<file path="src/rtl/cache_pkg.sv">
// cache geometry constants
// controller state encoding
package cache_pkg;

  // processor word address and data word
  localparam int ADDR_W = 16;
  localparam int DATA_W = 16;

  // address split: tag 15:10, set 9:4, word 3:1, byte 0 (ignored)
  localparam int TAG_W  = 6;
  localparam int SET_W  = 6;
  localparam int WORD_W = 3;

  // 64 sets of 2 ways, 16-byte blocks
  localparam int NUM_SETS = 64;
  localparam int NUM_WAYS = 2;

  // words per block, also the number of beats in a fill burst
  localparam int BLOCK_WORDS = 8;

  // controller states
  typedef enum logic [2:0] {
    // waiting for a processor request
    ST_IDLE,
    // tag compare against the latched address
    ST_LOOKUP,
    // taking burst beats from memory
    ST_FILL,
    // one cycle to read the freshly filled word
    ST_REFILL_DONE,
    // waiting for the write acknowledge
    ST_WRITE_MEM,
    // done pulse
    ST_RESPOND
  } cache_state_e;

endpackage

</file>
<file path="src/rtl/meta_array.sv">
`timescale 1ns/1ps
// tag, valid and LRU storage for both ways
// hit detection and victim selection
module meta_array
  import cache_pkg::*;
(
  input  logic             clk,
  input  logic             arst_n,
  // lookup address fields
  input  logic [SET_W-1:0] set,
  input  logic [TAG_W-1:0] tag,
  // LRU touch on a hit
  input  logic             update,
  // tag install at the end of a fill
  input  logic             fill,
  input  logic             way,
  output logic             hit,
  output logic             hit_way,
  output logic             victim_way
);

  // tags per way and set
  logic [TAG_W-1:0]    tag_q [NUM_WAYS][NUM_SETS];
  // one valid bit per way and set
  logic [NUM_SETS-1:0] valid_q [NUM_WAYS];
  // per set: index of the least recently used way
  logic [NUM_SETS-1:0] lru_q;
  // per-way compare result
  logic [NUM_WAYS-1:0] way_hit;

  // compare both ways in parallel
  always_comb begin
    for (int w = 0; w < NUM_WAYS; w++) begin
      way_hit[w] = valid_q[w][set] && (tag_q[w][set] == tag);
    end
  end

  assign hit = |way_hit;
  // way 0 wins if both match, which cannot happen in normal use
  assign hit_way = ~way_hit[0] & way_hit[1];

  // empty way first, way 0 before way 1, else the LRU way
  always_comb begin
    if (!valid_q[0][set]) begin
      victim_way = 1'b0;
    end else if (!valid_q[1][set]) begin
      victim_way = 1'b1;
    end else begin
      victim_way = lru_q[set];
    end
  end

  // valid and LRU state
  always_ff @(posedge clk or negedge arst_n) begin
    if (!arst_n) begin
      valid_q <= '{default: '0};
      lru_q   <= '0;
    end else begin
      if (fill) begin
        valid_q[way][set] <= 1'b1;
      end
      // the touched way becomes MRU, so the other one is LRU
      if (update || fill) begin
        lru_q[set] <= ~way;
      end
    end
  end

  // tag store
  always_ff @(posedge clk) begin
    if (fill) begin
      tag_q[way][set] <= tag;
    end
  end

endmodule

</file>
<file path="config.mk">
export PLATFORM = sky130hd
export DESIGN_NAME = meta_array
export DESIGN_NICKNAME = d
export VERILOG_FILES = /design/src/rtl/cache_pkg.sv /design/src/rtl/meta_array.sv
export SDC_FILE = /design/constraint.sdc
export NUM_CORES = 1
export LEC_CHECK = 0
export ABC_CLOCK_PERIOD_IN_PS = 4000
export BUFFER_PORTS_ARGS = -buffer_cell sky130_fd_sc_hd__buf_2
export CAP_MARGIN = 20
export CELL_PAD_IN_SITES_DETAIL_PLACEMENT = 0
export CELL_PAD_IN_SITES_GLOBAL_PLACEMENT = 2
export CORE_UTILIZATION = 40
export DETAILED_ROUTE_END_ITERATION = 8
export HOLD_SLACK_MARGIN = 0.08
export MAX_ROUTING_LAYER = met4
export PLACE_DENSITY_LB_ADDON = 0.25
export SYNTH_ARGS = -nofsm -noshare
export SYNTH_HDL_FRONTEND = slang
export SYNTH_SLANG_ARGS = --single-unit
</file>
<file path="constraint.sdc">
create_clock -name clk -period 4 [get_ports clk]
set_input_delay 0.4 -clock clk [delete_from_list [all_inputs] [get_ports clk]]
set_output_delay 0.4 -clock clk [all_outputs]
set_load 0.05 [all_outputs]
</file>
## After elaboration in Yosys (flattened, before gate mapping)

Memories as Yosys holds them, arrays and structs flattened.
Cells that the tools add are included.

| cells by class | value |
|---|---|
| magnitude comparators | 6 |
| equality and inequality tests | 2 |
| muxes and demuxes | 23 |
| bitwise logic cells | 6 |
| reduce and logical (&&, ||, !) cells | 7 |

Operators with widths:

| kind | number |
|---|---|
| $mux 384 | 1 |
| $or 128x128->128 | 1 |
| $bmux 6 s6 | 2 |
| $bwmux 64 | 1 |
| $demux 64 s1 | 1 |
| $mux 64 | 1 |
| $demux 6 s6 | 1 |
| $mux 6 | 5 |
| $bmux 1 s6 | 3 |
| $eq 6x6->1 | 2 |
| $ge 7x7->1 const B | 1 |
| $lt 6x7->1 const B | 1 |
| $lt 7x1->1 const B | 1 |
| $mux 1 | 7 |
| $not 6->7 | 1 |
| $demux 1 s6 | 1 |
| $ge 6x1->1 const B | 1 |
| $logic_and 1x1->1 | 5 |
| $ge 2x2->1 const B | 1 |
| $lt 2x1->1 const B | 1 |
| $not 1->1 | 2 |
| $not 1->2 | 1 |
| $reduce_or 2->1 | 1 |
| $and 1x1->1 | 1 |
| $logic_or 1x1->1 | 1 |

| word-level totals | value |
|---|---|
| register bits | 192 |
| RAM bits | 768 |
| input port bits | 17 |
| output and inout port bits | 3 |
| memories kept | 1 |

Memory list:

| memory | depth | bits a word | read ports | clocked after Yosys merged registers in | wr ports | line | RTL |
|---|---|---|---|---|---|---|---|
| tag_q | 2 | 384 | 2 | 0 | 1 | meta_array.sv:23 | `logic [TAG_W-1:0] tag_q [NUM_WAYS][NUM_SETS];` |

## Longest topological paths before layout

Gate-level depths: netlist of run 1.

| depth | value |
|---|---|
| word-level depth | 8 |
| depth in mapped cells | 15 |

## Least setup slack after synthesis of run 1

OpenSTA, ideal clock, no wires.

| timing | value |
|---|---|
| kind | input to output |
| from | in set[1] |
| to | out hit_way |
| arrival | 3505 ps |
| setup slack | 95 ps |
| cell stages on the path | 11 |
| path buffers | 2 |
| cells stage by stage | buf_6 -> buf_6 -> mux2_1 -> a221o_1 -> o21ai_0 -> a21oi_1 -> a2111oi_0 -> nand4_1 -> a2111oi_2 -> or4b_1 -> nor2b_1 |

| on the way | value |
|---|---|
| cells in the longest elaborated chain, start to end | 8 |
| elaborated cells between the ends (all ways) | 17 |

Ends and longest elaborated chain:

| what | line | RTL |
|---|---|---|
| start: declaration | meta_array.sv:10 | `input logic [SET_W-1:0] set,` |
| $not 6->7 (implied by the code) | meta_array.sv:34 | `way_hit[w] = valid_q[w][set] && (tag_q[w][set] == tag);` |
| $bmux 6 s6 | meta_array.sv:34 |  |
| $mux 6 (implied by the code) (2 in series) | meta_array.sv:34 |  |
| $eq 6x6->1 | meta_array.sv:34 |  |
| $logic_and 1x1->1 | meta_array.sv:34 |  |
| $not 1->1 | meta_array.sv:40 | `assign hit_way = ~way_hit[0] & way_hit[1];` |
| $and 1x1->1 (*) | meta_array.sv:40 |  |
| end: declaration | meta_array.sv:18 | `output logic hit_way,` |

Every way passes the cells marked *; elsewhere a longest branch is shown, timed or not. The select of a mux whose other input is x is not followed.

==> results of run 1 <==
## synthesized netlist by cell type, types with 15 or more instances
cell type and instances:
buf_4 18, or2_2 130, dfrtp_1 192, a21oi_1 55
o21ai_0 108, a31oi_1 26, a221o_1 27, buf_1 16
o2bb2ai_1 15, a221oi_1 54, a22o_1 27, buf_2 37
edfxtp_1 768, o31ai_1 64, clkbuf_1 83, a22oi_1 80
mux4_2 65, nand2_1 86, o22ai_1 31, mux2_2 82
nor2_1 166, mux2i_1 99
## cell type report
| type | count | area share |
|---|---|---|
| clock inverter | 60 | 0.0143 |
| timing repair buffer | 395 | 0.0759 |
| sequential | 960 | 0.604 |
| tap | 1265 | 0.0343 |
| clock buffer | 131 | 0.0593 |
| multi-input combinational | 1270 | 0.212 |
| inverter | 6 | 0.000488 |
## what timing repair did
| item | 4_1_cts | 5_1_grt |
|---|---|---|
| endpoints found under the hold margin | 76 | 0 |
| pin swaps | 4 | 3 |
| endpoints found under the setup margin | 3 | 2 |
| resized for setup | 13 | 2 |
| hold buffers | 2 | 0 |
## flip-flops by register name (all words and copies together) (netlist names)
register,count
lru_q,64
tag_q,768
valid_q,128
## metrics by stage
| stage | setup TNS (ns) | util | setup WS (ns) |
|---|---|---|---|
| floorplan | 0 | - | 0.0947 |
| global placement | -1.10 | 0.449 | -0.430 |
| detailed placement | -1.04 | 0.449 | -0.392 |
| CTS | -0.237 | 0.486 | -0.140 |
| global route | -0.634 | 0.486 | -0.331 |
| finish | -0.422 | 0.486 | -0.208 |
## cell families (layout without fill, tap and decap cells)
group / count (synthesis) / after routing
AO/OA/AOI/OAI: 538 / 538
XOR/XNOR: 11 / 11
buffers and inverters: 169 / 592
flip-flops: 960 / 960
multiplexers: 249 / 249
AND/OR/NAND/NOR: 472 / 472
## worst max-delay path: cells and delay by family, from the launching register on
family | cells | cell delay (ns)
and+or+nand+nor | 3 | 1.01
DFF | 1 | 0.36
buffers and inverters | 1 | 0.16
xor gates and xnor gates | 1 | 0.16
AOI/OAI and AO/OA | 4 | 1.16
muxes | 1 | 0.27
## final timing paths
path | from | end | depth (start not counted) | slack, ns
min | tag[2] | tag_q[1][272] | 1 | 0.15
max | tag_q[1][373] | hit_way | 10 | -0.21
max in group asynchronous | arst_n | valid_q[34] | 3 | 2.66
max reg2reg | valid_q[109] | valid_q[109] | 1 | 3.19
min reg2reg | valid_q[81] | valid_q[81] | 1 | 0.46
min in group asynchronous | arst_n | valid_q[26] | 2 | 0.31
## layer usage
metal	vias up	part of all wire
li1	10164	-
met1	12401	0.42
met2	1130	0.47
met3	207	0.079
met4	0	0.031
met5	-	0
## cells in the final DEF, fill, tap and decap left out, types with 6 or more instances in the layout
cell       instances
a211oi_1           7
a21oi_1           55
a221o_1           27
a221oi_1          53
a222oi_1          10
a22o_1            27
a22oi_1           80
a31oi_1           26
buf_12            41
buf_2              6
buf_4            340
bufinv_16         13
clkbuf_1          24
clkbuf_16        104
clkinv_1          14
clkinv_2          21
dfrtp_1          192
edfxtp_1         768
mux2_2            82
mux2i_1           99
mux4_2            65
nand2_1           86
nand2b_1           6
nand3_1           14
nand4_1           12
nor2_1           165
nor2b_1            6
nor3_1             6
o21ai_0          108
o22ai_1           31
o2bb2ai_1         15
o31ai_1           64
or2_2            130
xor2_1             6
## power breakdown
part	switching (mW)	internal (mW)
Combinational	1.11	0.777
Sequential	0.143	11.1
Clock	3.96	5.67
Total	5.21	17.6
==> reports/summary.txt, run 1 <==
Period minus WS final: 4.21 ns
Synth Area in Simple Gates: 0.0612
Top Usage Layer GRT: met2
Total GRT Usage: 0.262
#FFs+latches synth: 960
layout cells sized above 1: 0.302
violated checks: setup timing
fill cell count: 8082
Hold WS: 0.152 ns
maxcap violations: 0
Lkg Pwr: 16.7 nW
total area of sequential cells: 0.0279 sq mm
Bufs on Longest Clock Path: 3
Worst EP required: 3.60 ns
largest family of logic cells by synthesized area: compound AO/OA/AOI/OAI gates
Post-Place Cell Area: 0.0427 sq mm
ant diodes: 0
antenna violations before repair: 1
largest cells by area after synthesis: edfxtp_1 (60%), dfrtp_1 (13%), mux4_2 (3.8%), mux2i_1 (2.6%), mux2_2 (2.4%)
area occupied by multi-input gates: 0.00977 sq mm
WS Path Type: reg -> out
Hold WC Path Type: in -> reg
Max-slew headroom: 0.328
IO Pins: 20
mux cell area share after synthesis: 0.0890
Worst-path clk slew: 0.06 ns
Clk Latency, worst-skew pair: 0.67 ns
Setup Fix Bufs, Post-CTS: 0
worst path arrival time: 3.81 ns
GR Layer Usage met3: 0.0362
CP Capture Type: primary output
post-synthesis compound-gate area fraction: 0.0997
Fin. Hold Viols: 0
final std cells w/o fill: 4087
Total Wirelength: 124000 um
Synth cell types: 71
Vias: 23902
Synth Cell Area: 0.0384 sq mm
Die H: 312 um
initial core utilization: 0.404
1st-iter DRT viols: 2755
Max Slew Vio Count: 0
Avg Vias per Cell: 5.85
RD Place Congestion: 0.930
placed cell count: 3894
TritonCTS clock tree: done
Clock Sinks: 960
CTS Buf Count: 101
dominant synthesized flop cell: edfxtp_1
met1 usage: 0.360
Mapped Cells: 2399
final setup violation count: 3
DR pass1 iterations: 5
fmax: 238 MHz
Seq/Total Area, Yosys: 0.726
RSZ-0062 raised after global routing: yes
GRT overflow: 0
CP max stage cell: or4b_4
top cell type's share of synthesized area: 0.601
crit share post-route: 1.05
number of global-route vias before repair: 23916
Startpoint Class: flop
die area: 0.0971 sq mm
PD cells: 494 mW/mm^2
Area Growth Syn to Fin: 20.3%
CTS root buf: clkbuf_16
adder-cell share of the synthesized area: 0
DRC Markers: 0
Clock Skew: 0 ns
total power: 22.8 mW
largest net degree at the start of global routing: 77
met2 Use GR: 0.404
CTS H-tree lvls: 3
core area: 0.0950 sq mm
Die X: 312 um
Post-Synth XOR/XNOR Area: 0.00251
number of synthesized flops with an enable pin: 768
Slew @ Worst Pin: 1.00 ns
hpwl dp: 84800 um
row cnt: 113
cell breakdown of the critical path: mux2_4 > a221o_1 > a222oi_1 > o22ai_1 > nor4_2 > xnor2_1 > a2111oi_2 > or4b_4 > nor2b_4 > buf_6
status: complete, but fails checks
largest area contributor in the netlist: edfxtp_1
PnR worst setup slack: -0.208 ns
post-route ant nets: 0
CP max stage delay: 0.55 ns
worst vdd ir: 410 uV
first-pass GRT wire length: 177000 um
PortBufs: 19
fraction of registers with async set/reset: 0.200
Avg Cell Area, Syn: 16.0 sq um
Crit Path Max Fanout: 2
Synthesized Nets: 2416
Ys Warns: 0
design area: 0.0461 sq mm
WL/cell: 30.3 um
nets: 2751
(Power assumes the default switching activity.)
==> inputs of run 2 (changes only) <==
GPL_ROUTABILITY_DRIVEN = 0   (was unset)
REMOVE_ABC_BUFFERS = 1   (was unset)
SETUP_SLACK_MARGIN = 0.05   (was unset)
==> run 2 against run 1 <==
Clock skew stayed put. First-iteration DRC count is 3.7% lower. Routed wire length shrank 0.61%. The run still ends with setup timing left. Critical path type is now in -> out. Hold slack worse by 0.033 ns. Count of clock-buffer cells in the layout is 9 higher.
==> reports/summary.txt, run 2 (synthesis results as in run 1) <==
Worst EP required: 3.60 ns (about the same)
Avg Vias per Cell: 5.83 (-0.30%)
WL/cell: 30.5 um (+0.42%)
ant diodes: 0 (unchanged)
Clk Latency, worst-skew pair: 0.68 ns (about the same)
IO Pins: 20 (unchanged)
cell breakdown of the critical path: buf_8 > buf_4 > buf_4 > nor3b_2 > buf_4 > a22oi_1 > o21ai_0 > buf_4 > nand2_1 > and4_1 > a2111oi_2 > or4b_4 > nor2b_4 > buf_6
initial core utilization: 0.404 (unchanged)
Reg-to-Reg End: valid_q[101]
PnR worst setup slack: -0.245 ns (-0.0374 ns)
status: complete, but fails checks
Bufs on Longest Clock Path: 3 (unchanged)
number of global-route vias before repair: 23832 (-0.35%)
Vias: 23586 (-1.3%)
fill cell count: 8168 (+1.1%)
largest reg by FF count: tag_q
PortBufs: 19 (unchanged)
Fin. Hold Viols: 0 (unchanged)
Net Sw Power: 5.23 mW (+0.30%)
Post-Place Cell Area: 0.0422 sq mm (-1.2%)
post-route ant nets: 0 (unchanged)
Total GRT Usage: 0.262 (about the same)
violated checks: setup timing
CTS root buf: clkbuf_16
PD cells: 494 mW/mm^2 (about the same)
antenna violations before repair: 1 (unchanged)
Hold EP: tag_q[1][248]
Worst Reg-to-Reg Cells: 1 (unchanged)
die area: 0.0971 sq mm (unchanged)
nets: 2709 (-1.5%)
Internal: 17.3 mW (-1.5%)
Crit Path Max Fanout: 20 (+18)
Max Slew Vio Count: 0 (unchanged)
largest registers: tag_q (768), valid_q (128), lru_q (64)
core area: 0.0950 sq mm (unchanged)
Slew @ Worst Pin: 0.960 ns (-0.0441 ns)
Clock Skew: 0 ns (unchanged)
fmax: 236 MHz (-0.88%)
Flop pwr share: 0.500 (+0.006)
most used cell, CP: buf_4
hpwl dp: 83200 um (-1.9%)
Lkg Pwr: 16.4 nW (-2.0%)
CTS Buf Count: 103 (+2.0%)
crit share post-route: 1.06 (+0.00934)
Die H: 312 um (unchanged)
final setup violation count: 2 (-1)
worst vdd ir: 354 uV (-14%)
sw frac: 0.232 (+0.00327)
Combinational Power Share: 0.082 (about the same)
CP max stage cell: or4b_4
Area Growth Syn to Fin: 18.8%
Post-Place Worst Slack: -0.342 ns (+0.0506 ns)
Hold WS: 0.119 ns (-0.0329 ns)
setup_tns: -0.461 ns (-0.0383 ns)
Startpoint Class: input port
Hold Path Origin: tag[2]
Max-slew headroom: 0.360 (+0.0319)
row cnt: 113 (unchanged)
largest net degree at the start of global routing: 105 (+36%)
max FFs per register: 768 (unchanged)
DRC Markers: 0 (unchanged)
Die X: 312 um (unchanged)
Total Wirelength: 123000 um (-0.61%)
TritonCTS clock tree: done
RR Startpoint: valid_q[101]
1st-iter DRT viols: 2652 (-3.7%)
most common cell after layout, fill and taps aside: edfxtp_1
Worst-path clk slew: 0.06 ns (about the same)
design area: 0.0456 sq mm (-1.2%)
CTS H-tree lvls: 3 (unchanged)
commonest non-fill, non-tap cells in the layout: edfxtp_1 (768), buf_4 (307), dfrtp_1 (192), nor2_1 (165), or2_2 (130)
layout cells sized above 1: 0.288 (-0.0134)
worst path arrival time: 3.84 ns (+0.03 ns)
Hold WC Path Type: in -> reg
first-pass GRT wire length: 177000 um (+0.21%)
Clock Sinks: 960 (unchanged)
GRT overflow: 0 (unchanged)
DR pass1 iterations: 5 (unchanged)
Period minus WS final: 4.24 ns (+0.0374 ns)
Clk network pwr share: 0.418 (-0.005)
CP max stage delay: 0.58 ns (+0.03 ns)
Hold Path Depth: 1 (unchanged)
RSZ-0062 raised after global routing: yes
WS Path Type: in -> out
CP Capture Type: primary output
R2R setup slack: 3.19 ns (about the same)
maxcap violations: 0 (unchanged)
## run 2: cell count changes in the layout (fill, tap and decap cells not counted), sizes merged
cell	change
inv	-3
clkinv	+1
buf	-44
clkbuf	+9
bufinv	-6
clkinvlp	+1
## run 2: repair_timing
action / in CTS / in global routing
hold buffers: 2 / 0
endpoints found under the setup margin: 3 / 3
setup buffers: 0 / 0
pin swaps: 2 / 1
gates resized for setup: 10 / 4
endpoints found under the hold margin: 104 / 0
## run 2: power by group through the flow
stage	clock network, mW	logic [mW]	registers (mW)
2_1_floorplan	0	0.781	11.4
3_3_place_gp	0	1.80	11.4
3_5_place_dp	0	1.83	11.5
4_1_cts	9.56	1.84	11.3
5_1_grt	9.93	1.95	11.3
6_report	9.43	1.84	11.3
## run 2: how the worst max path moves through the flow
stage | start | slack, ns | endpoint
after floorplan | set[2] | -0.55 | hit_way
after global placement | set[1] | -0.35 | hit_way
after detailed placement | set[1] | -0.34 | hit_way
after CTS | tag_q[1][373] | -0.25 | hit_way
after global routing | tag_q[1][349] | -0.36 | hit_way
final | set[1] | -0.24 | hit_way
## run 2: routing by layer
layer	share of wire	wire [um]	global-route usage
met4	0.028	3410	0.0712
met1	0.42	51900	0.353
met5	0	0	-
met2	0.48	59500	0.416
met3	0.068	8420	0.0383
## run 2: worst max-delay path, delay by kind of cell
family | cells | cell delay, ns
AND/OR/NAND/NOR | 5 | 1.49
AO/OA/AOI/OAI | 3 | 0.63
buffers and inverters | 6 | 1.27
## run 2: cell type report
type,instances,area (sq um),share of cell area
well taps,1265,1580,0.0347
flip-flops and latches,960,27900,0.611
inverters,6,22.5,0.000494
clock inverters,53,503,0.0110
repair buffers,351,3010,0.0660
clock buffers,140,2840,0.0623
multi-input cells,1270,9770,0.214
## run 2: per-stage QoR
stage,total power [mW],utilization,std cells
6_report,22.5,0.480,4045
5_1_grt,23.2,0.480,4045
4_1_cts,22.7,0.480,4045
3_5_place_dp,13.3,0.444,3850
3_3_place_gp,13.2,0.444,3849
2_1_floorplan,12.2,-,2236
