<file path="config.mk">
export PLATFORM = sky130hd
export DESIGN_NAME = burst_counter_flat
export DESIGN_NICKNAME = d
export VERILOG_FILES = /design/src/rtl/cache_pkg.sv /design/src/rtl/fill_if.sv /design/src/rtl/burst_counter.sv /design/src/flat_wrapper.sv
export SDC_FILE = /design/constraint.sdc
export NUM_CORES = 1
export LEC_CHECK = 0
export ABC_AREA = 1
export BUFFER_PORTS_ARGS = -buffer_cell sky130_fd_sc_hd__clkbuf_2
export CAP_MARGIN = 0
export CORE_AREA = 2 2 39 41
export DETAILED_ROUTE_END_ITERATION = 8
export DIE_AREA = 0 0 41 43
export GPL_ROUTABILITY_DRIVEN = 1
export PLACE_DENSITY = 0.44
export SETUP_SLACK_MARGIN = 0.05
export SLEW_MARGIN = 30
export SYNTH_ARGS = -nofsm -noshare
export SYNTH_HDL_FRONTEND = slang
export SYNTH_SLANG_ARGS = --single-unit
</file>
<file path="constraint.sdc">
create_clock -name clk -period 1.8 [get_ports clk]
set_input_delay 0.18 -clock clk [delete_from_list [all_inputs] [get_ports clk]]
set_output_delay 0.18 -clock clk [all_outputs]
set_load 0.01 [all_outputs]
</file>
<file path="src/rtl/cache_pkg.sv">
// cache geometry constants
// controller state encoding
package cache_pkg;

  // processor word address and data word
  localparam int ADDR_W = 16;
  localparam int DATA_W = 16;

  // address split: tag 15:10, set 9:4, word 3:1, byte 0 (ignored)
  localparam int TAG_W  = 6;
  localparam int SET_W  = 6;
  localparam int WORD_W = 3;

  // 64 sets of 2 ways, 16-byte blocks
  localparam int NUM_SETS = 64;
  localparam int NUM_WAYS = 2;

  // words per block, also the number of beats in a fill burst
  localparam int BLOCK_WORDS = 8;

  // controller states
  typedef enum logic [2:0] {
    // waiting for a processor request
    ST_IDLE,
    // tag compare against the latched address
    ST_LOOKUP,
    // taking burst beats from memory
    ST_FILL,
    // one cycle to read the freshly filled word
    ST_REFILL_DONE,
    // waiting for the write acknowledge
    ST_WRITE_MEM,
    // done pulse
    ST_RESPOND
  } cache_state_e;

endpackage

</file>
<file path="src/rtl/fill_if.sv">
`timescale 1ns/1ps
// data array write port
// shared by controller, burst counter and data array
interface fill_if
  import cache_pkg::*;
();

  // one word written per cycle when we is high
  logic              we;
  logic              way;
  logic [SET_W-1:0]  set;
  // word index comes from the burst counter
  logic [WORD_W-1:0] word;
  logic [DATA_W-1:0] wdata;

  // controller owns enable, way, set and data
  modport ctrl (
    output we,
    output way,
    output set,
    output wdata
  );

  // counter owns the word index
  modport counter (
    output word
  );

  // array only listens
  modport array (
    input we,
    input way,
    input set,
    input word,
    input wdata
  );

endinterface

</file>
<file path="src/rtl/burst_counter.sv">
`timescale 1ns/1ps
// fill burst beat counter
// drives the array word index and flags the last beat
module burst_counter
  import cache_pkg::*;
(
  input  logic              clk,
  input  logic              arst_n,
  // clears the count at the start of a burst
  input  logic              start,
  // one memory beat
  input  logic              beat,
  // word of the pending request
  input  logic [WORD_W-1:0] req_word,
  // high while the controller is in a fill
  input  logic              filling,
  output logic              last,
  fill_if.counter           fill
);

  // beats taken so far in this burst
  logic [WORD_W-1:0] cnt_q;

  always_ff @(posedge clk or negedge arst_n) begin
    if (!arst_n) begin
      cnt_q <= '0;
    end else if (start) begin
      cnt_q <= '0;
    end else if (beat && filling) begin
      cnt_q <= cnt_q + 1'b1;
    end
  end

  // eighth beat, seen in the same cycle it arrives
  assign last = beat && filling && (cnt_q == WORD_W'(BLOCK_WORDS - 1));

  // beats land in word order, other writes use the request word
  assign fill.word = filling ? cnt_q : req_word;

endmodule

</file>
<file path="src/flat_wrapper.sv">
// flat-port wrapper written by rule: the top's interface ports become plain ports
module burst_counter_flat import cache_pkg::*;
  (clk, arst_n, start, beat, req_word, filling, last, fill_word);
  fill_if fill_i ();
  input  logic clk;
  input  logic arst_n;
  input  logic start;
  input  logic beat;
  input  logic [WORD_W-1:0] req_word;
  input  logic filling;
  output logic last;
  output wire logic [$bits(fill_i.word)-1:0] fill_word;
  assign fill_word = fill_i.word;
  burst_counter u_core (.clk(clk), .arst_n(arst_n), .start(start), .beat(beat), .req_word(req_word), .filling(filling), .last(last), .fill(fill_i));
endmodule
</file>
# --- Word level (Yosys, flattened, before mapping) ---
# Cells that the tools add are included.
word_totals:
  output_inout_bits: 4
  in_bits: 8
  reg_bits: 3
  word_cells: 9
op_classes:
  eq_ne: 1
  add_sub_neg: 1
  n_mux: 3
  reduce_logical: 3
ops:
  columns: ["operator", "count"]
  rows:
  - ["2-to-1 mux 3 bit", 3]
  - ["adder 3 x 1 -> 3 bit (second input constant)", 1]
  - ["== test 3 bit (second input constant)", 1]
  - ["logical AND 1 bit", 2]
  - ["nonzero test 2 bit", 1]

# --- Depth between registers and ports, before layout ---
# Gate-level depths: netlist of run 1.
depth:
  depth_word: 3
  mapped_depth: 6
  ltp_nobuf: 6

# --- Worst setup path before layout of run 1 ---
# Ideal clock, no wire load.
synth_timing:
  path_kind: "register to register"
  from: "register u_core.cnt_q[0]"
  to: "register u_core.cnt_q[2]"
  synth_period_minus_slack_ps: 1114
  n_path_buf: 0
  setup_slack_ps: 686
  setup_time_ps: 116
  stages_incl_launch_ff: 7
  required_ps: 1684
  arrival_time_ps: 997
  cell_sequence: "dfrtp_1 -> ha_1 -> ha_1 -> inv_1 -> nor2_1 -> nand2_1 -> nand2_1"
synth_via:
  elab_chain_len: 3
synth_lines:
  columns: ["element", "line_no", "source"]
  rows:
  - ["start: declaration", "burst_counter.sv:22", "logic [WORD_W-1:0] cnt_q;"]
  - ["start signal: assignment", "burst_counter.sv:30", "cnt_q <= cnt_q + 1'b1;"]
  - ["adder 3 x 1 -> 3 bit", "burst_counter.sv:30", null]
  - ["2-to-1 mux 3 bit", "burst_counter.sv:29", "end else if (beat && filling) begin"]
  - ["2-to-1 mux 3 bit", "burst_counter.sv:27", "end else if (start) begin"]
# Every way passes these cells. The select of a mux whose other input is x is not followed.
# A chain may end at the register's enable or synchronous reset.

# --- Worst setup path after layout of run 1 ---
layout_timing:
  from: "register u_core.cnt_q[0]"
  to: "output last"
layout_via:
  elab_chain_len: 2
layout_lines:
  columns: ["element", "line_no", "source"]
  rows:
  - ["== test 3 bit", "burst_counter.sv:35", "assign last = beat && filling && (cnt_q == WORD_W'(BLOCK_WORDS - 1));"]
  - ["logical AND 1 bit", "burst_counter.sv:35", null]
  - ["end: declaration", "flat_wrapper.sv:11", "output logic last;"]
# Every way passes these cells.

==> impl_metrics.toml, run 1 <==
[cells_and_area]
final_common_cell = "clkbuf_2"
most-common-layout-cells = "clkbuf_2 (11), nand2_1 (9), inv_1 (6)"
largest_reg_flops = 3
finish.utilization = 0.2378
fin_cells = 65
finish.net_count = 60
antennaDiodeCount = 0
drive_gt1_frac = 0.3469
largest-register = "u_core.cnt_q"
reg_top3 = "u_core.cnt_q: 3 flops"
area_delta_synth_final_pct = 51.15

[critical_path]
timing.critical_path.to = "last"
slowest_delay_ps = 400
r2r-end = "u_core.cnt_q[2]"
crit_type = "flop to output port"
crit_cells = 5
cp_slowest_cell = "dfrtp_1"
worst_path_dominant_cell_family = "flip-flops"
rrSetupSlack_ps = 620
crit_start = "u_core.cnt_q[0]"
critical_path.cell_chain = "ha_1 > ha_1 > inv_1 > nor2_1 > clkbuf_2"
worstPathMaxFanout = 4
critPathLaunchType = "flop"
end_kind = "output port"
cp_num_buf_inv = 2
required_ps = 1620
r2r_cells = 6
r2r_start = "u_core.cnt_q[0]"
crit_path_frequent_cell = "ha_1"
arrival_ps = 1210

[worst_hold_path]
hp-class = "primary input to flop"
hold_depth = 4

[power_and_ir_drop]
p_int_mw = 0.1862
p_clk_frac = 0.455
seqPwrFrac = 0.326
pwr-share-comb = 0.219
switchingPower_mw = 0.07627
swShare = 0.2906
power.density_nw_per_um2 = 797.6
power_mw = 0.2625
p_leak_nw = 0.1968
irDropWorstVdd_mv = 0.3769

[logic_synthesis]
syn_nets = 43
syn_area_per_cell_sq_um = 6.597
ys_seq_area_frac = 0.3448
synth_cell_types = 9
yosys_warnings = 0
ys_seq_elements = 3
syn_area_sq_um = 217.7
postSynthCellCount = 33

[routing]
drt_iter0_drc = 4
antenna_left = 0
vias_per_cell = 3.508
wl_microns = 485
route.detailed.drc = 0
first_pass_iters = 3
wire_per_inst_microns = 7.462
num_vias = 228

[clock_network]
cts_max_level = 1
insertion_delay_ps = 230
cts.sinks = 3
post-cts-setup-buffer-count = 0
numCtsBuffers = 3
clk_pin_slew_ps = 40
cts_tree = "yes"
cts_root_buf = "clkbuf_4"
clk_path_buf_depth = 2

[timing]
worst_pin_slew_ps = 137.6
max-slew-margin-rel = 0.9073
tns_ps = 0
drv_slew = 0
setup_viol = 0
max_freq_mhz = 719.1
finalHoldViolCount = 0
rsz0062_at_grt = "no"
period_needed_ps = 1391
fin_crit_sh = 0.7726
skew_ps = 0.4129
fin_hold_ws_ps = 257.4

[run]
max_cap_viol_count = 0

[place]
dp.cells = 60
dp_hpwl_microns = 375.7
port_buffers = 11
gp_congestion = 0.7077

[floorplanning]
die_area_sq_um = 1763
ios = 12
fp.dieH_microns = 43
die_w_microns = 41
core_area_sq_um = 1384
rows = 14
start_util = 0.1573

[grt]
antenna_found_initial = 0
gr-total-overflow = 0
grt_pass1_vias = 206
grt_pass1_wl_microns = 772
grt_max_degree = 8
grt_use_total = 0.07646

[outcome]
run_status = "completed"
## cells by family (layout without fill, tap and decap cells)
| logic type | Yosys count | count (layout) | synth area share |
|---|---|---|---|
| and+or+nand+nor | 18 | 18 | 0.3505 |
| AOI/OAI and AO/OA | 3 | 3 | 0.06895 |
| adders and majority gates | 2 | 2 | 0.1149 |
| buffers and inverters | 7 | 23 | 0.1207 |
| DFF | 3 | 3 | 0.3448 |
## routing by layer
layer | wire length (microns) | vias up | part of all wire | global-route usage
met5 | 0 | - | 0 | 0
li1 | - | 132 | - | -
met4 | 0 | 0 | 0 | 0.04000
met3 | 68 | 0 | 0.14 | 0.09424
met1 | 222 | 84 | 0.46 | 0.06796
met2 | 194 | 12 | 0.40 | 0.09688
## cells in the mapped netlist (all sizes together)
master  instances  area, sq um
nand3           3        15.01
nor2            4        15.01
inv             7        26.27
nand2          11        46.29
o21ai           3        15.01
ha              2        25.02
dfrtp           3        75.07
## worst min path at each step
stage                            to   start  slack [ps]
floorplan           u_core.cnt_q[0]  arst_n        -120
global placement    u_core.cnt_q[1]  arst_n         -20
detailed placement  u_core.cnt_q[1]  arst_n         -20
CTS                 u_core.cnt_q[0]   start         260
global route        u_core.cnt_q[0]   start         270
finish              u_core.cnt_q[0]   start         260
## layout make-up
class / instances / area, sq um
Multi-Input combinational cell: 23 / 116.4
Inverter: 7 / 26.28
Timing Repair Buffer: 12 / 65.06
Clock buffer: 4 / 26.28
Sequential cell: 3 / 75.07
Tap cell: 16 / 20.02
Fill cell: 159 / 1055
## tightest hold or removal path, stage by stage
cell      delay (ps)
clkbuf_2         120
nor2_1            50
nand2_1           60
nand2_1           40
## metrics by stage
step	cell area (sq um)	setup WS, ps
floorplan	217.7	686.1
global placement	292.8	621.1
detailed placement	292.8	612.2
CTS	329.1	390.6
global route	329.1	328.4
finish	329.1	409.4
## power by group through the flow
stage	combinational (mW)	clock [mW]	sequential [mW]
detailed placement	0.0567	0	0.0869
global route	0.0692	0.137	0.0872
CTS	0.0589	0.127	0.0861
floorplan	0.0341	0	0.0840
global placement	0.0585	0	0.0864
finish	0.0574	0.120	0.0856
## repair_timing
action	CTS	global route
endpoints found under the hold margin	3	0
hold buffers	1	0
gates resized for setup	0	0
Power figures use the tool's default switching activity.
==> run 2, diff against run 1 <==
==> constraint.sdc (replaced) <==
create_clock -name clk -period 1.4 [get_ports clk]
set_input_delay 0.14 -clock clk [delete_from_list [all_inputs] [get_ports clk]]
set_output_delay 0.14 -clock clk [all_outputs]
set_load 0.01 [all_outputs]
==> run 2 against run 1 <==
Sequential share of layout area down 1.9 points. Final cell count grew 3.1%. Hold slack worse by 30 ps. Combinational power increased by 61%. Clock skew rose by 0.91 ps. Sequential power is 29% higher. Non-clock buffer count up 2. Critical path type unchanged.
==> impl_metrics.toml, run 2 (same netlist as run 1, synthesis figures left out) <==
[power_and_ir_drop]
switchingPower_mw = 0.09594
seqPwrFrac = 0.316
irDropWorstVdd_mv = 0.2942
pwr-share-comb = 0.266
power_mw = 0.3483
p_clk_frac = 0.418
p_leak_nw = 0.2039
power.density_nw_per_um2 = 969.9
p_int_mw = 0.2523
swShare = 0.2755

[clock_network]
clk_pin_slew_ps = 30
insertion_delay_ps = 230
cts_root_buf = "clkbuf_4"
clk_path_buf_depth = 2
numCtsBuffers = 3
cts_max_level = 1
cts.sinks = 3
cts_tree = "yes"

[routing]
wl_microns = 505
vias_per_cell = 3.716
wirelength_met1_microns = 220
met2_length_microns = 242
num_vias = 249
drt_iter0_drc = 0
antenna_left = 0
wire_per_inst_microns = 7.537
wl_met3_microns = 41
first_pass_iters = 1
route.detailed.drc = 0
routed.top_layer = "met3"

[cells_and_area]
area_delta_synth_final_pct = 64.94
multi_input_area_sq_um = 131.4
drive_gt1_frac = 0.4314
reg_top3 = "u_core.cnt_q: 3 flops"
antennaDiodeCount = 0
largest-register = "u_core.cnt_q"
fillCellCount = 158
finish.net_count = 62
largest_reg_flops = 3
finish.utilization = 0.2595
design_area_sq_um = 359.1
ff_latch_area_sq_um = 75.07
final_common_cell = "clkbuf_2"
most-common-layout-cells = "clkbuf_2 (10), nand2_1 (9), inv_1 (5)"

[place]
dp_hpwl_microns = 409.9
dp_slack_ps = 208.2
gp_congestion = 0.6629
port_buffers = 11
placed_cell_area_sq_um = 292.8

[timing]
fin_crit_sh = 0.9324
tns_ps = 0
period_needed_ps = 1305
setup_viol = 0
max_freq_mhz = 766.1
skew_ps = 1.319
worst_pin_slew_ps = 166.1
finalHoldViolCount = 0
rsz0062_at_grt = "yes"
max-slew-margin-rel = 0.8893
layout_setup_ws_ps = 94.67
drv_slew = 0

[floorplanning]
rows = 14
ios = 12
die_area_sq_um = 1763
core_area_sq_um = 1384
fp.dieH_microns = 43
die_w_microns = 41
start_util = 0.1573

[critical_path]
r2r_cells = 6
r2r-end = "u_core.cnt_q[2]"
worstPathMaxFanout = 3
rrSetupSlack_ps = 260
crit_type = "flop to output port"
critPathLaunchType = "flop"
r2r_start = "u_core.cnt_q[1]"
required_ps = 1260
arrival_ps = 1170
end_kind = "output port"

[grt]
grt_max_degree = 8
grt_use_total = 0.06539
gr-total-overflow = 0
antenna_found_initial = 0
grt_pass1_vias = 210
grt_pass1_wl_microns = 745

[worst_hold_path]
whs_endpoint = "u_core.cnt_q[0]"
hp-class = "primary input to flop"
hold_depth = 4
min_from = "start"

[outcome]
run_status = "completed"

[run]
max_cap_viol_count = 0
## run 2: cell count changes in the layout (fill, tap and decap cells not counted)
cell / before / now
inv_2: 1 / 2
buf_2: 0 / 1
inv_1: 6 / 5
buf_4: 0 / 2
ha_1: 2 / 0
ha_2: 0 / 1
clkbuf_2: 11 / 10
ha_4: 0 / 1
## run 2: per-stage QoR
| stage | hold slack, ps | instances |
|---|---|---|
| 6_report | 227.3 | 67 |
| 5_1_grt | 236.5 | 67 |
| 4_1_cts | 223.1 | 66 |
| 3_5_place_dp | -58.98 | 60 |
| 3_3_place_gp | -59.28 | 60 |
| 2_1_floorplan | -155.6 | 33 |
## run 2: worst max-delay path: stages, from the launching register on
cell     delay [ps]
dfrtp_1         390
ha_2            210
ha_4            150
inv_2            30
nor2_1           30
buf_2           130
## run 2: worst max-delay path by stage
stage / to / slack [ps] / start / cells after the start
2_1_floorplan: u_core.cnt_q[2] / 290 / u_core.cnt_q[0] / 6
3_3_place_gp: u_core.cnt_q[2] / 230 / u_core.cnt_q[0] / 6
3_5_place_dp: u_core.cnt_q[2] / 210 / u_core.cnt_q[0] / 6
4_1_cts: last / 70 / u_core.cnt_q[1] / 5
5_1_grt: last / 50 / u_core.cnt_q[1] / 5
6_report: last / 90 / u_core.cnt_q[1] / 5
## run 2: metal layers
layer	GRT usage	vias up
li1	-	136
met1	0.06472	105
met2	0.09375	8
met3	0.04712	0
met4	0.04000	0
met5	0	-
## run 2: layout make-up
cell class / count / share of cell area
clock buffer: 4 / 0.07317
inverter: 7 / 0.07317
multi-input combinational: 23 / 0.3659
sequential: 3 / 0.2091
tap: 16 / 0.05575
timing repair buffer: 14 / 0.2230
## run 2: repair_timing
action / in CTS / in global routing
endpoints found under the setup margin: 1 / 1
hold buffers: 1 / 0
setup buffers: 1 / 1
cloned: 0 / 0
hold endpoints to repair: 3 / 0
pin swaps: 0 / 2
gates resized for setup: 0 / 5
## run 2: power by group through the flow
stage / Sequential [mW] / Clock [mW] / Combinational (mW)
after floorplan: 0.108 / 0 / 0.0439
after global placement: 0.111 / 0 / 0.0740
after detailed placement: 0.111 / 0 / 0.0733
after CTS: 0.108 / 0.154 / 0.0831
after global routing: 0.111 / 0.161 / 0.108
final: 0.110 / 0.146 / 0.0927
==> run 3, diff against run 2 <==
--- a/config.mk
+++ b/config.mk
@@ -6,13 +6,13 @@
 export NUM_CORES = 1
 export LEC_CHECK = 0
 export ABC_AREA = 1
-export BUFFER_PORTS_ARGS = -buffer_cell sky130_fd_sc_hd__clkbuf_2
-export CAP_MARGIN = 0
 export CORE_AREA = 2 2 39 41
+export CTS_CLUSTER_DIAMETER = 60
 export DETAILED_ROUTE_END_ITERATION = 8
 export DIE_AREA = 0 0 41 43
+export DONT_BUFFER_PORTS = 1
 export GPL_ROUTABILITY_DRIVEN = 1
-export PLACE_DENSITY = 0.44
+export PLACE_DENSITY = 0.36
 export SETUP_SLACK_MARGIN = 0.05
 export SLEW_MARGIN = 30
 export SYNTH_ARGS = -nofsm -noshare
==> run 3 against run 2 <==
Via count is 14% lower. Cell area fell by 23%. Critical path depth decreased by 1. Worst setup slack better by 44 ps. Final cell count decreased by 19%. Largest cell class unchanged.
==> impl_metrics.toml, run 3 (same netlist as run 1, synthesis figures left out) <==
[outcome]
run_status = "completed"

[place]
dp.cells = 49
dp_hpwl_microns = 368.5
dp_slack_ps = 213.1
gp_congestion = 0.5769
port_buffers = 0

[routing]
wl_microns = 453
wirelength_met1_microns = 179
first_pass_iters = 4
drt_iter0_drc = 3
route.detailed.drc = 0
wire_per_inst_microns = 8.389
antenna_left = 0
vias_per_cell = 3.963
met2_length_microns = 240
routed.top_layer = "met3"
num_vias = 214
wl_met3_microns = 33

[cells_and_area]
fin_cells = 54
drive_gt1_frac = 0.1842
largest-register = "u_core.cnt_q"
finish.net_count = 49
largest_reg_flops = 3
finish.utilization = 0.1998
area_delta_synth_final_pct = 27.01
final_common_cell = "nand2_1"
most-common-layout-cells = "nand2_1 (9), inv_1 (6)"
reg_top3 = "u_core.cnt_q: 3 flops"
antennaDiodeCount = 0

[grt]
grt_max_degree = 8
grt_pass1_wl_microns = 621
grt_pass1_vias = 175
gr-total-overflow = 0
grt_use_total = 0.06048
antenna_found_initial = 0

[timing]
setup_viol = 0
fin_crit_sh = 0.9012
period_needed_ps = 1262
skew_ps = 4.971
max_freq_mhz = 792.6
rsz0062_at_grt = "no"
max-slew-margin-rel = 0.7607
drv_slew = 0
tns_ps = 0
worst_pin_slew_ps = 355.2
finalHoldViolCount = 0
layout_setup_ws_ps = 138.3

[power_and_ir_drop]
p_clk_frac = 0.476
seqPwrFrac = 0.349
switchingPower_mw = 0.08752
p_leak_nw = 0.1499
p_int_mw = 0.2274
pwr-share-comb = 0.175
swShare = 0.2779
irDropWorstVdd_mv = 0.2650
power.density_nw_per_um2 = 1139

[floorplanning]
die_area_sq_um = 1763
ios = 12
fp.dieH_microns = 43
core_area_sq_um = 1384
die_w_microns = 41
start_util = 0.1573
rows = 14

[clock_network]
insertion_delay_ps = 230
clk_path_buf_depth = 2
cts.sinks = 3
numCtsBuffers = 3
clk_pin_slew_ps = 40
cts_tree = "yes"
cts_max_level = 1
cts_root_buf = "clkbuf_4"
post-cts-setup-buffer-count = 0

[critical_path]
end_kind = "output port"
critPathLaunchType = "flop"
required_ps = 1260
arrival_ps = 1120
crit_type = "flop to output port"
worstPathMaxFanout = 4

[run]
max_cap_viol_count = 0

[worst_hold_path]
hp-class = "primary input to flop"
-- run 3: changes by cell type in the layout (fill, tap and decap cells not counted) --
cell	before	now
clkbuf_2	10	0
buf_4	2	0
nor2_2	0	1
inv_2	2	1
ha_4	1	0
inv_1	5	6
ha_2	1	0
nor2_1	4	3
ha_1	0	2
buf_2	1	0
-- run 3: worst max-delay path, cell delays in order, from the launching register on --
cell and delay [ps]:
dfrtp_1 400, ha_1 210, ha_1 170, inv_1 60, nor2_2 50
-- run 3: timing repair --
action | in CTS | in global routing
endpoints found under the hold margin | 3 | 0
hold buffers | 1 | 0
setup endpoints to repair | 0 | 1
gates resized for setup | 0 | 1
-- run 3: power by group through the flow --
stage	Combinational [mW]	Clock, mW	Sequential, mW
2_1_floorplan	0.0439	0	0.108
3_3_place_gp	0.0524	0	0.112
3_5_place_dp	0.0519	0	0.111
4_1_cts	0.0560	0.155	0.110
5_1_grt	0.0643	0.160	0.112
6_report	0.0550	0.150	0.110
-- run 3: through the flow --
step           power [mW]  hold slack [ps]  instance area, sq um
2_1_floorplan      0.1519           -155.6                 217.7
5_1_grt            0.3364            87.65                 276.5
3_3_place_gp       0.1642           -155.5                 237.7
4_1_cts            0.3215            79.48                 274.0
6_report           0.3149            75.51                 276.5
3_5_place_dp       0.1634           -155.5                 237.7
-- run 3: layer usage --
layer	GRT usage	up-vias
li1	-	110
met1	0.04560	93
met2	0.08750	11
met4	0.08000	0
met3	0.03141	0
met5	0	-
-- run 3: final timing paths --
| check | startpoint | end | slack [ps] | depth (start not counted) |
|---|---|---|---|---|
| max | u_core.cnt_q[0] | last | 140 | 4 |
| min | start | u_core.cnt_q[2] | 80 | 3 |
| max reg2reg | u_core.cnt_q[0] | u_core.cnt_q[2] | 230 | 6 |
| min reg2reg | u_core.cnt_q[2] | u_core.cnt_q[2] | 550 | 2 |
| max in group asynchronous | arst_n | u_core.cnt_q[1] | 1090 | 1 |
| min in group asynchronous | arst_n | u_core.cnt_q[2] | 160 | 1 |
-- run 3: area by class of cell --
class,count,area [sq um]
well taps,16,20.02
fillers,159,1107
repair buffers,1,10.01
clock buffers,4,26.28
inverters,7,26.28
multi-input cells,23,118.9
flip-flops and latches,3,75.07
